===== src/common/axi_sram_pkg.sv =====
// Shared types, constants and burst address helpers for the AXI4 SRAM slave
package axi_sram_pkg;

    localparam int ADDR_BITS = 32;
    localparam int DATA_BITS = 64;
    localparam int DATA_BYTES = DATA_BITS / 8;
    localparam int ID_BITS = 4;
    localparam int USER_BITS = 1;
    localparam int MEM_WORDS = 512;
    localparam int MEM_AW = $clog2(MEM_WORDS);

    typedef enum logic [1:0] {
        BURST_FIXED = 2'b00,
        BURST_INCR  = 2'b01,
        BURST_WRAP  = 2'b10
    } burst_e;

    localparam logic [1:0] RESP_OKAY = 2'b00;
    localparam logic [1:0] RESP_SLVERR = 2'b10;

    // One AR or AW channel payload
    typedef struct packed {
        logic [ADDR_BITS-1:0] addr;
        logic [7:0]           len;
        logic [2:0]           size;
        burst_e               burst;
        logic [ID_BITS-1:0]   id;
        logic [USER_BITS-1:0] user;
    } axi_ax_t;

    typedef struct packed {
        logic                  ar_valid;
        axi_ax_t               ar;
        logic                  aw_valid;
        axi_ax_t               aw;
        logic                  w_valid;
        logic [DATA_BITS-1:0]  w_data;
        logic [DATA_BYTES-1:0] w_strb;
        logic                  w_last;
        logic                  r_ready;
        logic                  b_ready;
    } axi_slv_in_t;

    typedef struct packed {
        logic                 ar_ready;
        logic                 aw_ready;
        logic                 w_ready;
        logic                 r_valid;
        logic [DATA_BITS-1:0] r_data;
        logic [1:0]           r_resp;
        logic                 r_last;
        logic [ID_BITS-1:0]   r_id;
        logic [USER_BITS-1:0] r_user;
        logic                 b_valid;
        logic [1:0]           b_resp;
        logic [ID_BITS-1:0]   b_id;
        logic [USER_BITS-1:0] b_user;
    } axi_slv_out_t;

    typedef struct packed {
        logic [ADDR_BITS-1:0] addr_start;
        logic [ADDR_BITS-1:0] addr_end;
    } mapinfo_t;

    // Single beat towards the storage, addr is an offset inside the window
    typedef struct packed {
        logic [ADDR_BITS-1:0]  addr;
        logic [7:0]            size;
        logic                  write;
        logic [DATA_BITS-1:0]  wdata;
        logic [DATA_BYTES-1:0] wstrb;
        logic                  last;
    } mem_req_t;

    typedef struct packed {
        logic [DATA_BITS-1:0] rdata;
        logic                 err;
    } mem_resp_t;

    function automatic logic [7:0] size_to_bytes(input logic [2:0] size);
        return 8'd1 << size;
    endfunction

    // Next beat offset inside the 4 KiB page
    function automatic logic [11:0] next_beat_addr(input logic [11:0] addr,
                                                   input logic [7:0]  bytes,
                                                   input burst_e      burst,
                                                   input logic [8:0]  beats);
        logic [11:0] step;
        logic [11:0] mask;
        step = addr + {4'd0, bytes};
        // Wrap block is beat bytes times beat count, only 2/4/8/16 beats are legal
        mask = ({4'd0, bytes} * {3'd0, beats}) - 12'd1;
        case (burst)
            BURST_FIXED: return addr;
            BURST_WRAP:  return (addr & ~mask) | (step & mask);
            default:     return step;
        endcase
    endfunction

endpackage


===== src/axi_slv/axi_slv.sv =====
// AXI4 slave bridge that splits bursts into single-beat memory requests
`timescale 1ns/100ps

module axi_slv
    import axi_sram_pkg::*;
(
    input  logic         i_clk,
    input  logic         i_nrst,
    input  mapinfo_t     i_mapinfo,
    input  axi_slv_in_t  i_axi,
    output axi_slv_out_t o_axi,
    output logic         o_req_valid,
    output mem_req_t     o_req,
    input  logic         i_req_ready,
    input  logic         i_resp_valid,
    input  mem_resp_t    i_resp
);

    typedef enum logic [2:0] {
        R_IDLE,
        R_ADDR,
        R_DATA,
        R_LAST,
        R_WAIT_WR
    } rstate_e;

    typedef enum logic [2:0] {
        W_IDLE,
        W_REQ,
        W_PIPE,
        W_RESP,
        W_WAIT_RD,
        W_WAIT_RD_LIGHT,
        W_B
    } wstate_e;

    typedef struct packed {
        rstate_e              rstate;
        wstate_e              wstate;
        logic                 ar_ready;
        logic                 aw_ready;
        logic                 w_ready;
        logic [ADDR_BITS-1:0] ar_addr;
        logic [8:0]           ar_cnt;
        logic [8:0]           ar_beats;
        logic [7:0]           ar_bytes;
        burst_e               ar_burst;
        logic [ID_BITS-1:0]   ar_id;
        logic [USER_BITS-1:0] ar_user;
        logic                 rd_pend;
        logic [ADDR_BITS-1:0] aw_addr;
        logic [8:0]           aw_beats;
        logic [7:0]           aw_bytes;
        burst_e               aw_burst;
        logic [ID_BITS-1:0]   aw_id;
        logic [USER_BITS-1:0] aw_user;
        logic                 w_last;
        logic                 w_held;
        logic                 pend_wr;
        logic                 req_valid;
        mem_req_t             req;
        logic                 r_valid;
        logic                 r_last;
        logic                 r_err;
        logic [DATA_BITS-1:0] r_data;
        logic                 b_valid;
        logic                 b_err;
    } regs_t;

    regs_t r;
    regs_t rin;

    always_comb begin : comb_proc
        regs_t v;
        logic ar_hs;
        logic aw_hs;
        logic w_hs;
        logic r_hs;
        logic req_hs;
        logic rd_resp;
        logic wr_resp;
        logic rd_active;
        logic rd_issue;
        logic w_issue;
        logic w_have;
        logic [11:0] ar_next;
        logic [11:0] aw_next;

        v = r;
        ar_hs = i_axi.ar_valid & r.ar_ready;
        aw_hs = i_axi.aw_valid & r.aw_ready;
        w_hs = i_axi.w_valid & r.w_ready;
        r_hs = r.r_valid & i_axi.r_ready;
        req_hs = r.req_valid & i_req_ready;
        // Only one request is in flight, so its direction tags the response
        rd_resp = i_resp_valid & ~r.pend_wr;
        wr_resp = i_resp_valid & r.pend_wr;
        rd_active = (r.rstate != R_IDLE) && (r.rstate != R_WAIT_WR);
        rd_issue = 1'b0;
        w_issue = 1'b0;
        w_have = 1'b0;
        ar_next = next_beat_addr(r.ar_addr[11:0], r.ar_bytes, r.ar_burst, r.ar_beats);
        aw_next = next_beat_addr(r.aw_addr[11:0], r.aw_bytes, r.aw_burst, r.aw_beats);

        if (req_hs) begin
            v.req_valid = 1'b0;
            v.pend_wr = r.req.write;
        end
        if (r_hs) begin
            v.r_valid = 1'b0;
            v.r_last = 1'b0;
        end
        // Any failing beat of a burst marks the whole write
        if (wr_resp) begin
            v.b_err = r.b_err | i_resp.err;
        end

        case (r.rstate)
            R_IDLE: begin
                v.ar_ready = 1'b1;
                if (ar_hs) begin
                    v.ar_ready = 1'b0;
                    v.ar_addr = i_axi.ar.addr - i_mapinfo.addr_start;
                    v.ar_bytes = size_to_bytes(i_axi.ar.size);
                    v.ar_burst = i_axi.ar.burst;
                    v.ar_beats = {1'b0, i_axi.ar.len} + 9'd1;
                    v.ar_cnt = v.ar_beats;
                    v.ar_id = i_axi.ar.id;
                    v.ar_user = i_axi.ar.user;
                    // Writes take priority
                    if (i_axi.aw_valid || (r.wstate != W_IDLE)) begin
                        v.rstate = R_WAIT_WR;
                    end else begin
                        rd_issue = 1'b1;
                        v.rstate = R_ADDR;
                    end
                end
            end
            R_ADDR: begin
                if (req_hs) begin
                    v.ar_cnt = r.ar_cnt - 9'd1;
                    v.ar_addr = {r.ar_addr[ADDR_BITS-1:12], ar_next};
                    v.rd_pend = 1'b1;
                    v.rstate = R_DATA;
                end
            end
            R_DATA: begin
                if (rd_resp) begin
                    v.rd_pend = 1'b0;
                    v.r_valid = 1'b1;
                    v.r_data = i_resp.rdata;
                    v.r_err = i_resp.err;
                    v.r_last = (r.ar_cnt == 9'd0);
                    if (r.ar_cnt == 9'd0) begin
                        v.rstate = R_LAST;
                    end
                end else if (!r.rd_pend && (!r.r_valid || i_axi.r_ready)) begin
                    // Next beat only once the R register is free for its response
                    rd_issue = 1'b1;
                    v.rstate = R_ADDR;
                end
            end
            R_LAST: begin
                if (r_hs) begin
                    v.ar_ready = 1'b1;
                    v.rstate = R_IDLE;
                end
            end
            R_WAIT_WR: begin
                if (((r.wstate == W_IDLE) && !i_axi.aw_valid)
                        || (r.wstate == W_RESP) || (r.wstate == W_B)) begin
                    rd_issue = 1'b1;
                    v.rstate = R_ADDR;
                end
            end
            default: begin
                v.rstate = R_IDLE;
            end
        endcase

        case (r.wstate)
            W_IDLE: begin
                v.aw_ready = 1'b1;
                // W may come ahead of AW, hold it until the address arrives
                if (w_hs) begin
                    v.req.wdata = i_axi.w_data;
                    v.req.wstrb = i_axi.w_strb;
                    v.w_last = i_axi.w_last;
                    v.w_held = 1'b1;
                end
                v.w_ready = ~v.w_held;
                if (aw_hs) begin
                    w_have = v.w_held;
                    v.w_held = 1'b0;
                    v.aw_ready = 1'b0;
                    v.aw_addr = i_axi.aw.addr - i_mapinfo.addr_start;
                    v.aw_bytes = size_to_bytes(i_axi.aw.size);
                    v.aw_burst = i_axi.aw.burst;
                    v.aw_beats = {1'b0, i_axi.aw.len} + 9'd1;
                    v.aw_id = i_axi.aw.id;
                    v.aw_user = i_axi.aw.user;
                    if (rd_active) begin
                        v.w_ready = 1'b0;
                        v.wstate = w_have ? W_WAIT_RD_LIGHT : W_WAIT_RD;
                    end else if (w_have) begin
                        v.w_ready = 1'b0;
                        w_issue = 1'b1;
                        v.wstate = W_PIPE;
                    end else begin
                        v.w_ready = 1'b1;
                        v.wstate = W_REQ;
                    end
                end
            end
            W_REQ: begin
                if (w_hs) begin
                    v.req.wdata = i_axi.w_data;
                    v.req.wstrb = i_axi.w_strb;
                    v.w_last = i_axi.w_last;
                    v.w_ready = 1'b0;
                    w_issue = 1'b1;
                    v.wstate = W_PIPE;
                end
            end
            W_PIPE: begin
                if (req_hs) begin
                    if (r.req.last) begin
                        v.wstate = W_RESP;
                    end else begin
                        v.aw_addr = {r.aw_addr[ADDR_BITS-1:12], aw_next};
                        v.w_ready = 1'b1;
                        v.wstate = W_REQ;
                    end
                end
            end
            W_RESP: begin
                if (wr_resp) begin
                    v.b_valid = 1'b1;
                    v.wstate = W_B;
                end
            end
            W_WAIT_RD: begin
                if (!rd_active || (r_hs && r.r_last)) begin
                    v.w_ready = 1'b1;
                    v.wstate = W_REQ;
                end
            end
            W_WAIT_RD_LIGHT: begin
                if (!rd_active || (r_hs && r.r_last)) begin
                    w_issue = 1'b1;
                    v.wstate = W_PIPE;
                end
            end
            W_B: begin
                if (r.b_valid && i_axi.b_ready) begin
                    v.b_valid = 1'b0;
                    v.b_err = 1'b0;
                    v.aw_ready = 1'b1;
                    v.w_ready = 1'b1;
                    v.wstate = W_IDLE;
                end
            end
            default: begin
                v.wstate = W_IDLE;
            end
        endcase

        if (rd_issue) begin
            v.req_valid = 1'b1;
            v.req.write = 1'b0;
            v.req.addr = v.ar_addr;
            v.req.size = v.ar_bytes;
            v.req.last = (v.ar_cnt == 9'd1);
        end
        if (w_issue) begin
            v.req_valid = 1'b1;
            v.req.write = 1'b1;
            v.req.addr = v.aw_addr;
            v.req.size = v.aw_bytes;
            v.req.last = v.w_last;
        end

        rin = v;
    end : comb_proc

    always_ff @(posedge i_clk or negedge i_nrst) begin
        if (!i_nrst) begin
            r <= '0;
        end else begin
            r <= rin;
        end
    end

    assign o_req_valid = r.req_valid;
    assign o_req = r.req;

    always_comb begin
        o_axi = '0;
        o_axi.ar_ready = r.ar_ready;
        o_axi.aw_ready = r.aw_ready;
        o_axi.w_ready = r.w_ready;
        o_axi.r_valid = r.r_valid;
        o_axi.r_data = r.r_data;
        o_axi.r_resp = r.r_err ? RESP_SLVERR : RESP_OKAY;
        o_axi.r_last = r.r_last;
        o_axi.r_id = r.ar_id;
        o_axi.r_user = r.ar_user;
        o_axi.b_valid = r.b_valid;
        o_axi.b_resp = r.b_err ? RESP_SLVERR : RESP_OKAY;
        o_axi.b_id = r.aw_id;
        o_axi.b_user = r.aw_user;
    end

    // R beat must hold until the master takes it
    a_r_hold: assert property (@(posedge i_clk) disable iff (!i_nrst)
        (o_axi.r_valid && !i_axi.r_ready) |=> (o_axi.r_valid && $stable(o_axi.r_data)));

    // No write beat reaches the storage while a read burst is running
    a_no_wr_in_rd: assert property (@(posedge i_clk) disable iff (!i_nrst)
        (o_req_valid && o_req.write) |-> (r.rstate inside {R_IDLE, R_WAIT_WR}));

    a_b_no_wready: assert property (@(posedge i_clk) disable iff (!i_nrst)
        !(o_axi.b_valid && o_axi.w_ready));

endmodule


===== config.mk =====
export PLATFORM = sky130hd
export DESIGN_NAME = axi_slv
export DESIGN_NICKNAME = d
export VERILOG_FILES = /design/src/common/axi_sram_pkg.sv /design/src/axi_slv/axi_slv.sv
export SDC_FILE = /design/constraint.sdc
export NUM_CORES = 1
export LEC_CHECK = 0
export BUFFER_PORTS_ARGS = -buffer_cell sky130_fd_sc_hd__buf_2
export CAP_MARGIN = 5
export CORE_MARGIN = 2
export CORE_UTILIZATION = 52
export CTS_BUF_LIST = sky130_fd_sc_hd__clkbuf_8
export DETAILED_ROUTE_END_ITERATION = 7
export GPL_TIMING_DRIVEN = 0
export PLACE_DENSITY = 0.84
export SLEW_MARGIN = 10
export SYNTH_ARGS = -nofsm -noshare
export SYNTH_HDL_FRONTEND = slang
export SYNTH_SLANG_ARGS = --single-unit
export TNS_END_PERCENT = 20

===== constraint.sdc =====
create_clock -name i_clk -period 4.5 [get_ports i_clk]
set_input_delay 0.675 -clock i_clk [delete_from_list [all_inputs] [get_ports i_clk]]
set_output_delay 0.675 -clock i_clk [all_outputs]
set_load 0.02 [all_outputs]

### After elaboration in Yosys (flattened, before gate mapping)

Cells that the tools add are included.

| cells by class | value |
|---|---|
| add/subtract/negate cells | 9 |
| multiply operators | 2 |
| equality and inequality tests | 29 |
| shifts and indexed selects | 2 |
| mux-type cells | 80 |
| bitwise operators | 18 |
| reductions and logical operators | 40 |

Operators with widths:

| kind | number |
|---|---|
| 67-bit two-way mux | 2 |
| 42-bit two-way mux | 2 |
| 41-bit case mux with 2 select lines | 1 |
| 65-bit two-way mux | 1 |
| 32-bit case mux with 2 select lines | 1 |
| 32-bit subtractor | 2 |
| 56-bit two-way mux | 1 |
| 12-bit AND | 4 |
| 3-bit two-way mux | 16 |
| 12-bit case mux with 2 select lines | 2 |
| 15-bit two-way mux | 2 |
| 1-bit two-way mux | 29 |
| 12-bit by 8-bit adder with 12-bit output | 2 |
| 8-bit by 9-bit multiplier with 12-bit output | 2 |
| 12-bit two-way mux | 2 |
| 2-bit inequality test (second input constant) | 12 |
| 12-bit NOT | 2 |
| 12-bit OR | 2 |
| 12-bit by 1-bit subtractor with 12-bit output (second input constant) | 2 |
| 21-bit two-way mux | 1 |
| 3-bit case mux with 7 select lines | 1 |
| 2-bit two-way mux | 10 |
| 8-bit by 1-bit adder with 9-bit output (second input constant) | 2 |
| 1-bit by 3-bit left shift with 8-bit output (first input constant) | 2 |
| 29 further kinds | 77 |

| word-level totals | value |
|---|---|
| register bits | 318 |
| bits of input ports | 311 |
| output and inout port bits | 199 |
| logic and storage cells | 215 |

### Depth between registers and ports, before layout

Gate-level depths: netlist of run 1.

| depth | value |
|---|---|
| depth in word-level cells | 11 |
| depth in mapped cells | 20 |
| depth with buffers taken out | 19 |

### Worst setup path before layout of run 1

No wires, ideal clock.

| timing path | value |
|---|---|
| path type | flip-flop to flip-flop |
| from | register r[252] (netlist bit) |
| to | register r, in the netlist o_req[93] |
| arrival | 4871 ps |
| required time | 4422 ps |
| setup slack | -448 ps |
| cell stages (with the launch flop) | 21 |
| path buffers | 1 |
| cells stage by stage | dfrtp_1 -> clkbuf_1 -> nand2_1 -> fa_1 -> inv_1 -> fa_1 -> fa_1 -> inv_1 -> fa_1 -> inv_1 -> ha_1 -> nand3_1 -> o211ai_1 -> o41ai_1 -> o21ai_0 -> xnor2_1 -> a21oi_1 -> o41a_1 -> a41oi_1 -> nand2_1 -> a21oi_1 |

RTL lines:

| item | RTL line | source |
|---|---|---|
| start: declaration | axi_slv.sv:70 | `regs_t r;` |
| start signal: assignment | axi_slv.sv:290 | `r <= rin;` |

### Worst setup path after layout of run 1

| timing path | value |
|---|---|
| from | register r[263] (netlist bit) |
| to | register r, in the netlist o_req[92] |

| between the ends | value |
|---|---|
| longest elaborated chain between the ends | 10 |
| elaborated cells between the ends (all ways) | 11 |

Ends and longest elaborated chain:

| item | RTL line | source |
|---|---|---|
| 8-bit by 9-bit multiplier with 12-bit output * | axi_sram_pkg.sv:93 | `mask = ({4'd0, bytes} * {3'd0, beats}) - 12'd1;` |
| 12-bit by 1-bit subtractor with 12-bit output * | axi_sram_pkg.sv:93 |  |
| 12-bit NOT | axi_sram_pkg.sv:96 | `BURST_WRAP: return (addr & ~mask) \| (step & mask);` |
| 12-bit AND | axi_sram_pkg.sv:96 |  |
| 12-bit OR * | axi_sram_pkg.sv:96 |  |
| 12-bit case mux with 2 select lines * | axi_sram_pkg.sv:94 | `case (burst)` |
| 21-bit two-way mux * | axi_slv.sv:140 | `if (req_hs) begin` |
| 41-bit case mux with 2 select lines * | axi_slv.sv:118 | `case (r.rstate)` |
| 42-bit two-way mux * | axi_slv.sv:268 | `if (rd_issue) begin` |
| 42-bit two-way mux * | axi_slv.sv:275 | `if (w_issue) begin` |

Every way passes the cells marked *; elsewhere a longest branch is shown, timed or not. The select of a mux whose other input is x is not followed.
A chain may end at the register's enable or synchronous reset.

==> results.tsv, run 1 <==
metric	value	unit
hpwl dp	60.61	mm
slowest CP cell	fa_1	
CTS tree	done	
nets@finish	3522	
crit path time final	4.906	ns
dominant cells by area after synthesis	dfrtp_1 35%, fa_1 7.2%, ha_1 7.1%	
# setup viols final	10	
Syn Inst Count	2415	
fmax	203.8	MHz
DRC viols	0	
status	complete, but fails checks	
Tcrit/Tclk final	109.0	%
synthesized area	22720	sq um
Port-buffer cells	473	
DR vias/cell	5.705	
Reg2Reg Depth	17	
post-route ant nets	0	
CP Launch Type	register	
core area	43080	sq um
vias in the first global route	21029	
Layout area overhead	23.35	%
Die Y	213.0	microns
DIE WIDTH	213.0	microns
Post-synth EDFFs	0	
H-tree levels	2	
crit path capture type	register	
relative slew slack	24.35	%
setup slack after layout	-0.4064	ns
Hold Path Class	primary input to register	
routability congestion estimate from global placement	1.023	
antenna violations before repair	16	
worst-path maximum fanout	6	
Hold Startpoint	i_axi[80]	
RR Endpoint	o_req[92]	
Pwr per Cell Area	920.0	nW/um^2
Clock Tree Buf Depth	3	
Ports	510	
Lkg Pwr	14.03	nW
Tot GR Track Use	33.90	%
Seq/Total Area, Yosys	35.03	%
Critical R2R Launch	r[263]	
Mean Syn Cell Area	9.407	sq um
maximum vdd drop	0.8154	mV
Largest delay share family, worst path	adder cells	
Rows	76	
die area	45380	sq um
ratio of cells with drive above 1 in the final layout	35.59	%
ys async rst share	100.0	%
max incr delay on CP	0.61	ns
later-pin clock latency in the skew report	0.69	ns
first-pass GRT wire length	116.7	mm
synth unique cells	81	
crit-path cells	buf_4, nand2_1, fa_1, inv_1, fa_1, fa_1, inv_1, fa_1, inv_1, ha_4, a31oi_1, xnor2_1, a21oi_1, nand4b_1, a21o_1, a211oi_2, o2bb2ai_1	
Buf/Inv on CP	4	
TritonCTS Buffers	57	
max-cap violations	0	
FF+latch count, synth	318	
clk sink count	318	
Clock Skew	0.07205	ns
violated checks	negative setup slack	
Synth top area share	35.03	%
routed wire length	78.68	mm
RSZ-0062 raised after global routing	yes	
Final Util	65.05	%
cell depth of the worst min-delay path	3	
Power, Total	25.78	mW
global route total overflow	0	
crit path DAT	5.46	ns
worst setup path category	register to register	
Avg WL per Cell	21.59	microns
CP most frequent cell	fa_1	
R2R setup slack	-0.41	ns
largest net degree at the start of global routing	108	
Hold Path End	o_axi[4]	
Final Hold Viols	0	
Yosys top cell by area	dfrtp_1	
initial core utilization	52.74	%
initial drt markers	2153	
Clk pin slew, worst setup/hold paths	0.06	ns
vias	20794	
Tightest Pin Transition	1.126	ns
Ys Warns	0	
CP required	5.05	ns
root buffer selected by CTS	clkbuf_8	
Slew Limit Fails	0	
most used flip-flop cell after synthesis	dfrtp_1	
Pre-antenna DRT Iters	6	
==> worst register-to-register path, cell delays in order, from the launching register on <==
cell	delay, ns
dfrtp_2	0.47
buf_4	0.17
nand2_1	0.08
fa_1	0.55
inv_1	0.05
fa_1	0.46
fa_1	0.55
inv_1	0.08
fa_1	0.61
inv_1	0.09
ha_4	0.26
a31oi_1	0.21
xnor2_1	0.16
a21oi_1	0.12
nand4b_1	0.25
a21o_1	0.24
a211oi_2	0.35
o2bb2ai_1	0.09
==> state kept, by name, summed over array words and instances, names as in the netlist <==
name,cells
o_req_valid,1
o_req,114
o_axi,80
r,123
==> metrics by stage <==
stage,worst slack [ns],std cells,hold slack [ns],setup TNS (ns),instance area (sq um)
after global placement,-3.203,3474,0.4505,-1010.47,25890
final,-0.4064,3645,0.1865,-2.292,28020
after detailed placement,-0.6677,3479,0.4623,-5.036,26010
after floorplan,-0.01148,2416,0.3794,-0.01148,22790
after global routing,-0.6201,3642,0.1854,-4.878,28010
after CTS,-0.2372,3613,0.1579,-0.7882,27760
==> report_power, final <==
| part | internal [mW] | leakage [nW] | switching [mW] | total [mW] |
|---|---|---|---|---|
| combinational | 7.90 | 9.51 | 9.62 | 17.5 |
| sequential | 4.29 | 3.85 | 1.12 | 5.41 |
| clock | 1.54 | 0.681 | 1.31 | 2.85 |
==> layer usage <==
layer / vias up / share of wire, % / GRT usage [%]
met1: 10084 / 37 / 40.91
met5: - / 0.014 / 0
li1: 9248 / - / -
met3: 281 / 9.6 / 8.325
met4: 2 / 6.5 / 21.87
met2: 1179 / 47 / 54.26
==> worst max path at each step <==
stage | startpoint | endpoint | slack (ns) | depth (start not counted)
after detailed placement | r[256] | o_req[92] | -0.67 | 18
after floorplan | r[195] | o_req[92] | -0.01 | 19
final | r[263] | o_req[92] | -0.41 | 17
after global routing | r[252] | o_req[93] | -0.62 | 20
after CTS | r[262] | o_req[93] | -0.24 | 19
after global placement | i_nrst | o_req[77] | -3.20 | 1
==> Yosys cell counts (all sizes together), types with 66 or more instances <==
| cell | count |
|---|---|
| inv | 192 |
| clkbuf | 73 |
| nor2 | 124 |
| dfrtp | 318 |
| ha | 129 |
| nand2 | 302 |
| xnor2 | 66 |
| a21oi | 128 |
| fa | 82 |
| o21ai | 115 |
| mux2 | 143 |
| buf | 218 |
==> layout make-up <==
| class | instances | area, sq um |
|---|---|---|
| Sequential cell | 318 | 7984 |
| Buffer | 278 | 1872 |
| Tap cell | 585 | 732.0 |
| Fill cell | 3404 | 15050 |
| Timing Repair Buffer | 538 | 2932 |
| Clock buffer | 74 | 1018 |
| Clock inverter | 28 | 173.9 |
| Inverter | 192 | 720.7 |
| Multi-Input combinational cell | 1615 | 12550 |
| Antenna cell | 17 | 42.54 |
==> cells in the final DEF (no fill, tap or decap), types with 10 or more instances in the layout <==
cell      count
nand2_1     294
o211ai_1     15
a211oi_1     14
a31oi_1      15
or4_1        12
xor2_1       36
xnor2_1      65
a211o_1      11
inv_1       203
fa_1         78
ha_4         12
mux2_2      143
buf_1        14
clkbuf_8     76
o21a_1       18
o21ai_1      13
a21oi_1     122
ha_1        117
nand4_1      12
dfrtp_1     297
o21ai_0     100
nor3_1       33
buf_2       478
dfrtp_2      21
o21bai_1     12
mux2i_1      33
a22oi_1      10
nor2b_1      11
nand2b_1     18
nor2_1      123
diode_2      17
a21o_1       52
and2_1       39
nand3_1      36
clkbuf_1     52
o31ai_1      10
buf_4       258
==> logic make-up (layout without fill, tap and decap cells) <==
group / count (synthesis) / after routing / synth area share (%)
and+or+nand+nor: 644 / 644 / 12.89
buffers and inverters: 483 / 1110 / 11.29
AOI/OAI and AO/OA: 480 / 480 / 13.97
DFF: 318 / 318 / 35.03
adders and majority gates: 211 / 211 / 14.33
muxes: 176 / 176 / 8.542
xor gates and xnor gates: 102 / 102 / 3.932
other: 1 / 19 / 0.01651
==> repair_timing <==
item | in CTS | in global routing
pin swaps | 38 | 23
gates resized for setup | 77 | 25
hold buffers | 1 | 0
setup buffers | 44 | 15
endpoints found under the setup margin | 17 | 18
hold endpoints to repair | 38 | 0
Power figures use the tool's default switching activity.
==> run 2: changes to the inputs <==
--- a/config.mk
+++ b/config.mk
@@ -8,11 +8,12 @@
 export BUFFER_PORTS_ARGS = -buffer_cell sky130_fd_sc_hd__buf_2
 export CAP_MARGIN = 5
 export CORE_MARGIN = 2
-export CORE_UTILIZATION = 52
+export CORE_UTILIZATION = 57
 export CTS_BUF_LIST = sky130_fd_sc_hd__clkbuf_8
+export CTS_CLUSTER_DIAMETER = 40
 export DETAILED_ROUTE_END_ITERATION = 7
 export GPL_TIMING_DRIVEN = 0
-export PLACE_DENSITY = 0.84
+export PLACE_DENSITY = 0.87
 export SLEW_MARGIN = 10
 export SYNTH_ARGS = -nofsm -noshare
 export SYNTH_HDL_FRONTEND = slang
==> constraint.sdc (replaced) <==
create_clock -name i_clk -period 4.7 [get_ports i_clk]
set_input_delay 0.705 -clock i_clk [delete_from_list [all_inputs] [get_ports i_clk]]
set_output_delay 0.705 -clock i_clk [all_outputs]
set_load 0.02 [all_outputs]
==> run 2 against run 1 <==
Net effect:
- the flow still finishes with violations (negative setup slack)
- first-iteration DRC count shrank 20%
- fmax grew 1.4%
- cell count shrank 2.2%
- critical path depth grew 4
- worst hold slack gained 0.023 ns
- via count shrank 0.47%
- sequential power shrank 4%
- total power shrank 4.7%
- clock power grew 10%
- non-clock buffer count shrank 26
- highest routed layer is now met4
==> results.tsv, run 2 (same netlist as run 1, synthesis figures left out) <==
metric	value	unit
worst hold slack	0.2092	ns
Avg WL per Cell	22.51	microns
Tightest Pin Transition	1.328	ns
core area	39550	sq um
CTS tree	done	
DIE WIDTH	203.6	microns
max incr delay on CP	0.57	ns
Pwr per Cell Area	883.3	nW/um^2
ratio of cells with drive above 1 in the final layout	34.82	%
Die Y	203.6	microns
Lkg Pwr	13.92	nW
later-pin clock latency in the skew report	0.69	ns
relative slew slack	10.81	%
Clk pin slew, worst setup/hold paths	0.07	ns
setup slack after layout	-0.1377	ns
Slew Limit Fails	0	
largest net degree at the start of global routing	106	
crit path DAT	5.41	ns
maximum vdd drop	0.7316	mV
Layout area overhead	22.45	%
Rows	73	
status	complete, but fails checks	
Reg2Reg Depth	21	
routed wire length	80.22	mm
hpwl dp	61.53	mm
H-tree levels	2	
Crit path depth	21	
Tot GR Track Use	37.79	%
Largest delay share family, worst path	adder cells	
crit-path cells	buf_8, buf_4, nand2_1, fa_1, inv_1, fa_1, fa_1, inv_2, fa_1, inv_2, ha_4, nor3_2, nor2_1, buf_4, a31oi_4, xnor2_1, a21oi_1, nand4b_1, a21o_1, a211oi_2, o2bb2ai_1	
vias	20697	
CP required	5.28	ns
Gate power share	66.0	%
Buf/Inv on CP	6	
Tcrit/Tclk final	102.9	%
initial core utilization	57.44	%
post-route ant nets	0	
crit path time final	4.838	ns
Final Hold Viols	0	
Cell Int Power	12.94	mW
Reg power frac	21.3	%
most common cell after layout, fill and taps aside	buf_2	
nets@finish	3500	
Power, Total	24.57	mW
setup TNS	-0.2739	ns
root buffer selected by CTS	clkbuf_8	
Ports	510	
TritonCTS Buffers	61	
routability congestion estimate from global placement	0.9905	
crit path capture type	register	
clk sink count	318	
worst-path maximum fanout	7	
Biggest register	r	
cell depth of the worst min-delay path	3	
multi-input logic area	12410	sq um
fmax	206.7	MHz
max reg flops	123	
Clock Tree Buf Depth	3	
first-pass GRT wire length	119.3	mm
slowest CP cell	fa_1	
Port-buffer cells	473	
DRC viols	0	
global route total overflow	0	
antenna violations before repair	12	
violated checks	negative setup slack	
clock power share	12.8	%
most frequent cells in the layout	478 x buf_2, 299 x dfrtp_1, 296 x nand2_1	
vias in the first global route	20973	
switching power	11.63	mW
CP Launch Type	register	
worst setup path category	register to register	
DR vias/cell	5.807	
initial drt markers	1732	
CP most frequent cell	fa_1	
max-cap violations	0	
Pre-antenna DRT Iters	6	
Hold Path Class	primary input to register	
die area	41470	sq um
switching part of the total	47.34	%
# fillers	2959	
# setup viols final	3	
RSZ-0062 raised after global routing	yes	
Clock Skew	0.04187	ns
register area	7981	sq um
==> run 2: metal layers <==
layer | up-vias | track usage [%] | part of all wire (%)
met5 | - | 0 | 0
met4 | 0 | 21.51 | 6.1
met1 | 9983 | 45.73 | 37
li1 | 9200 | - | -
met3 | 270 | 10.83 | 10
met2 | 1244 | 60.54 | 46
==> run 2: timing repair <==
action,CTS,global route
resized for setup,63,16
pin swaps,37,19
setup endpoints to repair,17,13
endpoints found under the hold margin,34,0
buffers inserted,31,3
hold buffers,1,0
==> run 2: path summary, 6_finish.rpt <==
path                       slack [ns]        from         to
max in group asynchronous        2.42      i_nrst     r[254]
min                              0.21  i_axi[130]  o_axi[11]
max                             -0.14      r[252]  o_req[92]
min in group asynchronous        0.51      i_nrst   o_req[3]
min reg2reg                      0.48    o_axi[1]   o_axi[1]
max reg2reg                     -0.14      r[252]  o_req[92]
==> run 2: metrics by stage <==
step,utilization [%],setup slack (ns),cell area (sq um),instances
after floorplan,-,0.03041,22770,2416
after global placement,65.23,-3.017,25800,3414
after detailed placement,65.51,-0.7299,25910,3418
after CTS,70.14,-0.07752,27740,3549
after global routing,70.33,-0.3403,27810,3562
final,70.34,-0.1377,27820,3564
==> run 2: worst register-to-register path, stage by stage, from the launching register on <==
cell       delay (ns)
dfrtp_1          0.39
buf_8            0.14
buf_4            0.12
nand2_1          0.07
fa_1             0.50
inv_1            0.05
fa_1             0.49
fa_1             0.57
inv_2            0.04
fa_1             0.50
inv_2            0.05
ha_4             0.17
nor3_2           0.17
nor2_1           0.08
buf_4            0.14
a31oi_4          0.17
xnor2_1          0.14
a21oi_1          0.09
nand4b_1         0.26
a21o_1           0.23
a211oi_2         0.29
o2bb2ai_1        0.11
==> run 2: area by class of cell <==
cell class	instances	share of cell area, %
timing repair buffer	512	9.850
buffer	278	6.719
tap	525	2.361
inverter	192	2.591
clock buffer	78	3.859
multi-input combinational	1615	44.63
clock inverter	34	1.196
sequential	318	28.69
antenna	12	0.1079
==> run 2: power groups by stage <==
stage	sequential, mW	combinational (mW)	clock, mW
after floorplan	4.67	10.9	0
after global placement	4.96	14.4	0
after detailed placement	5.04	14.8	0
after CTS	5.15	15.9	3.15
after global routing	5.32	17.6	3.27
final	5.22	16.2	3.14
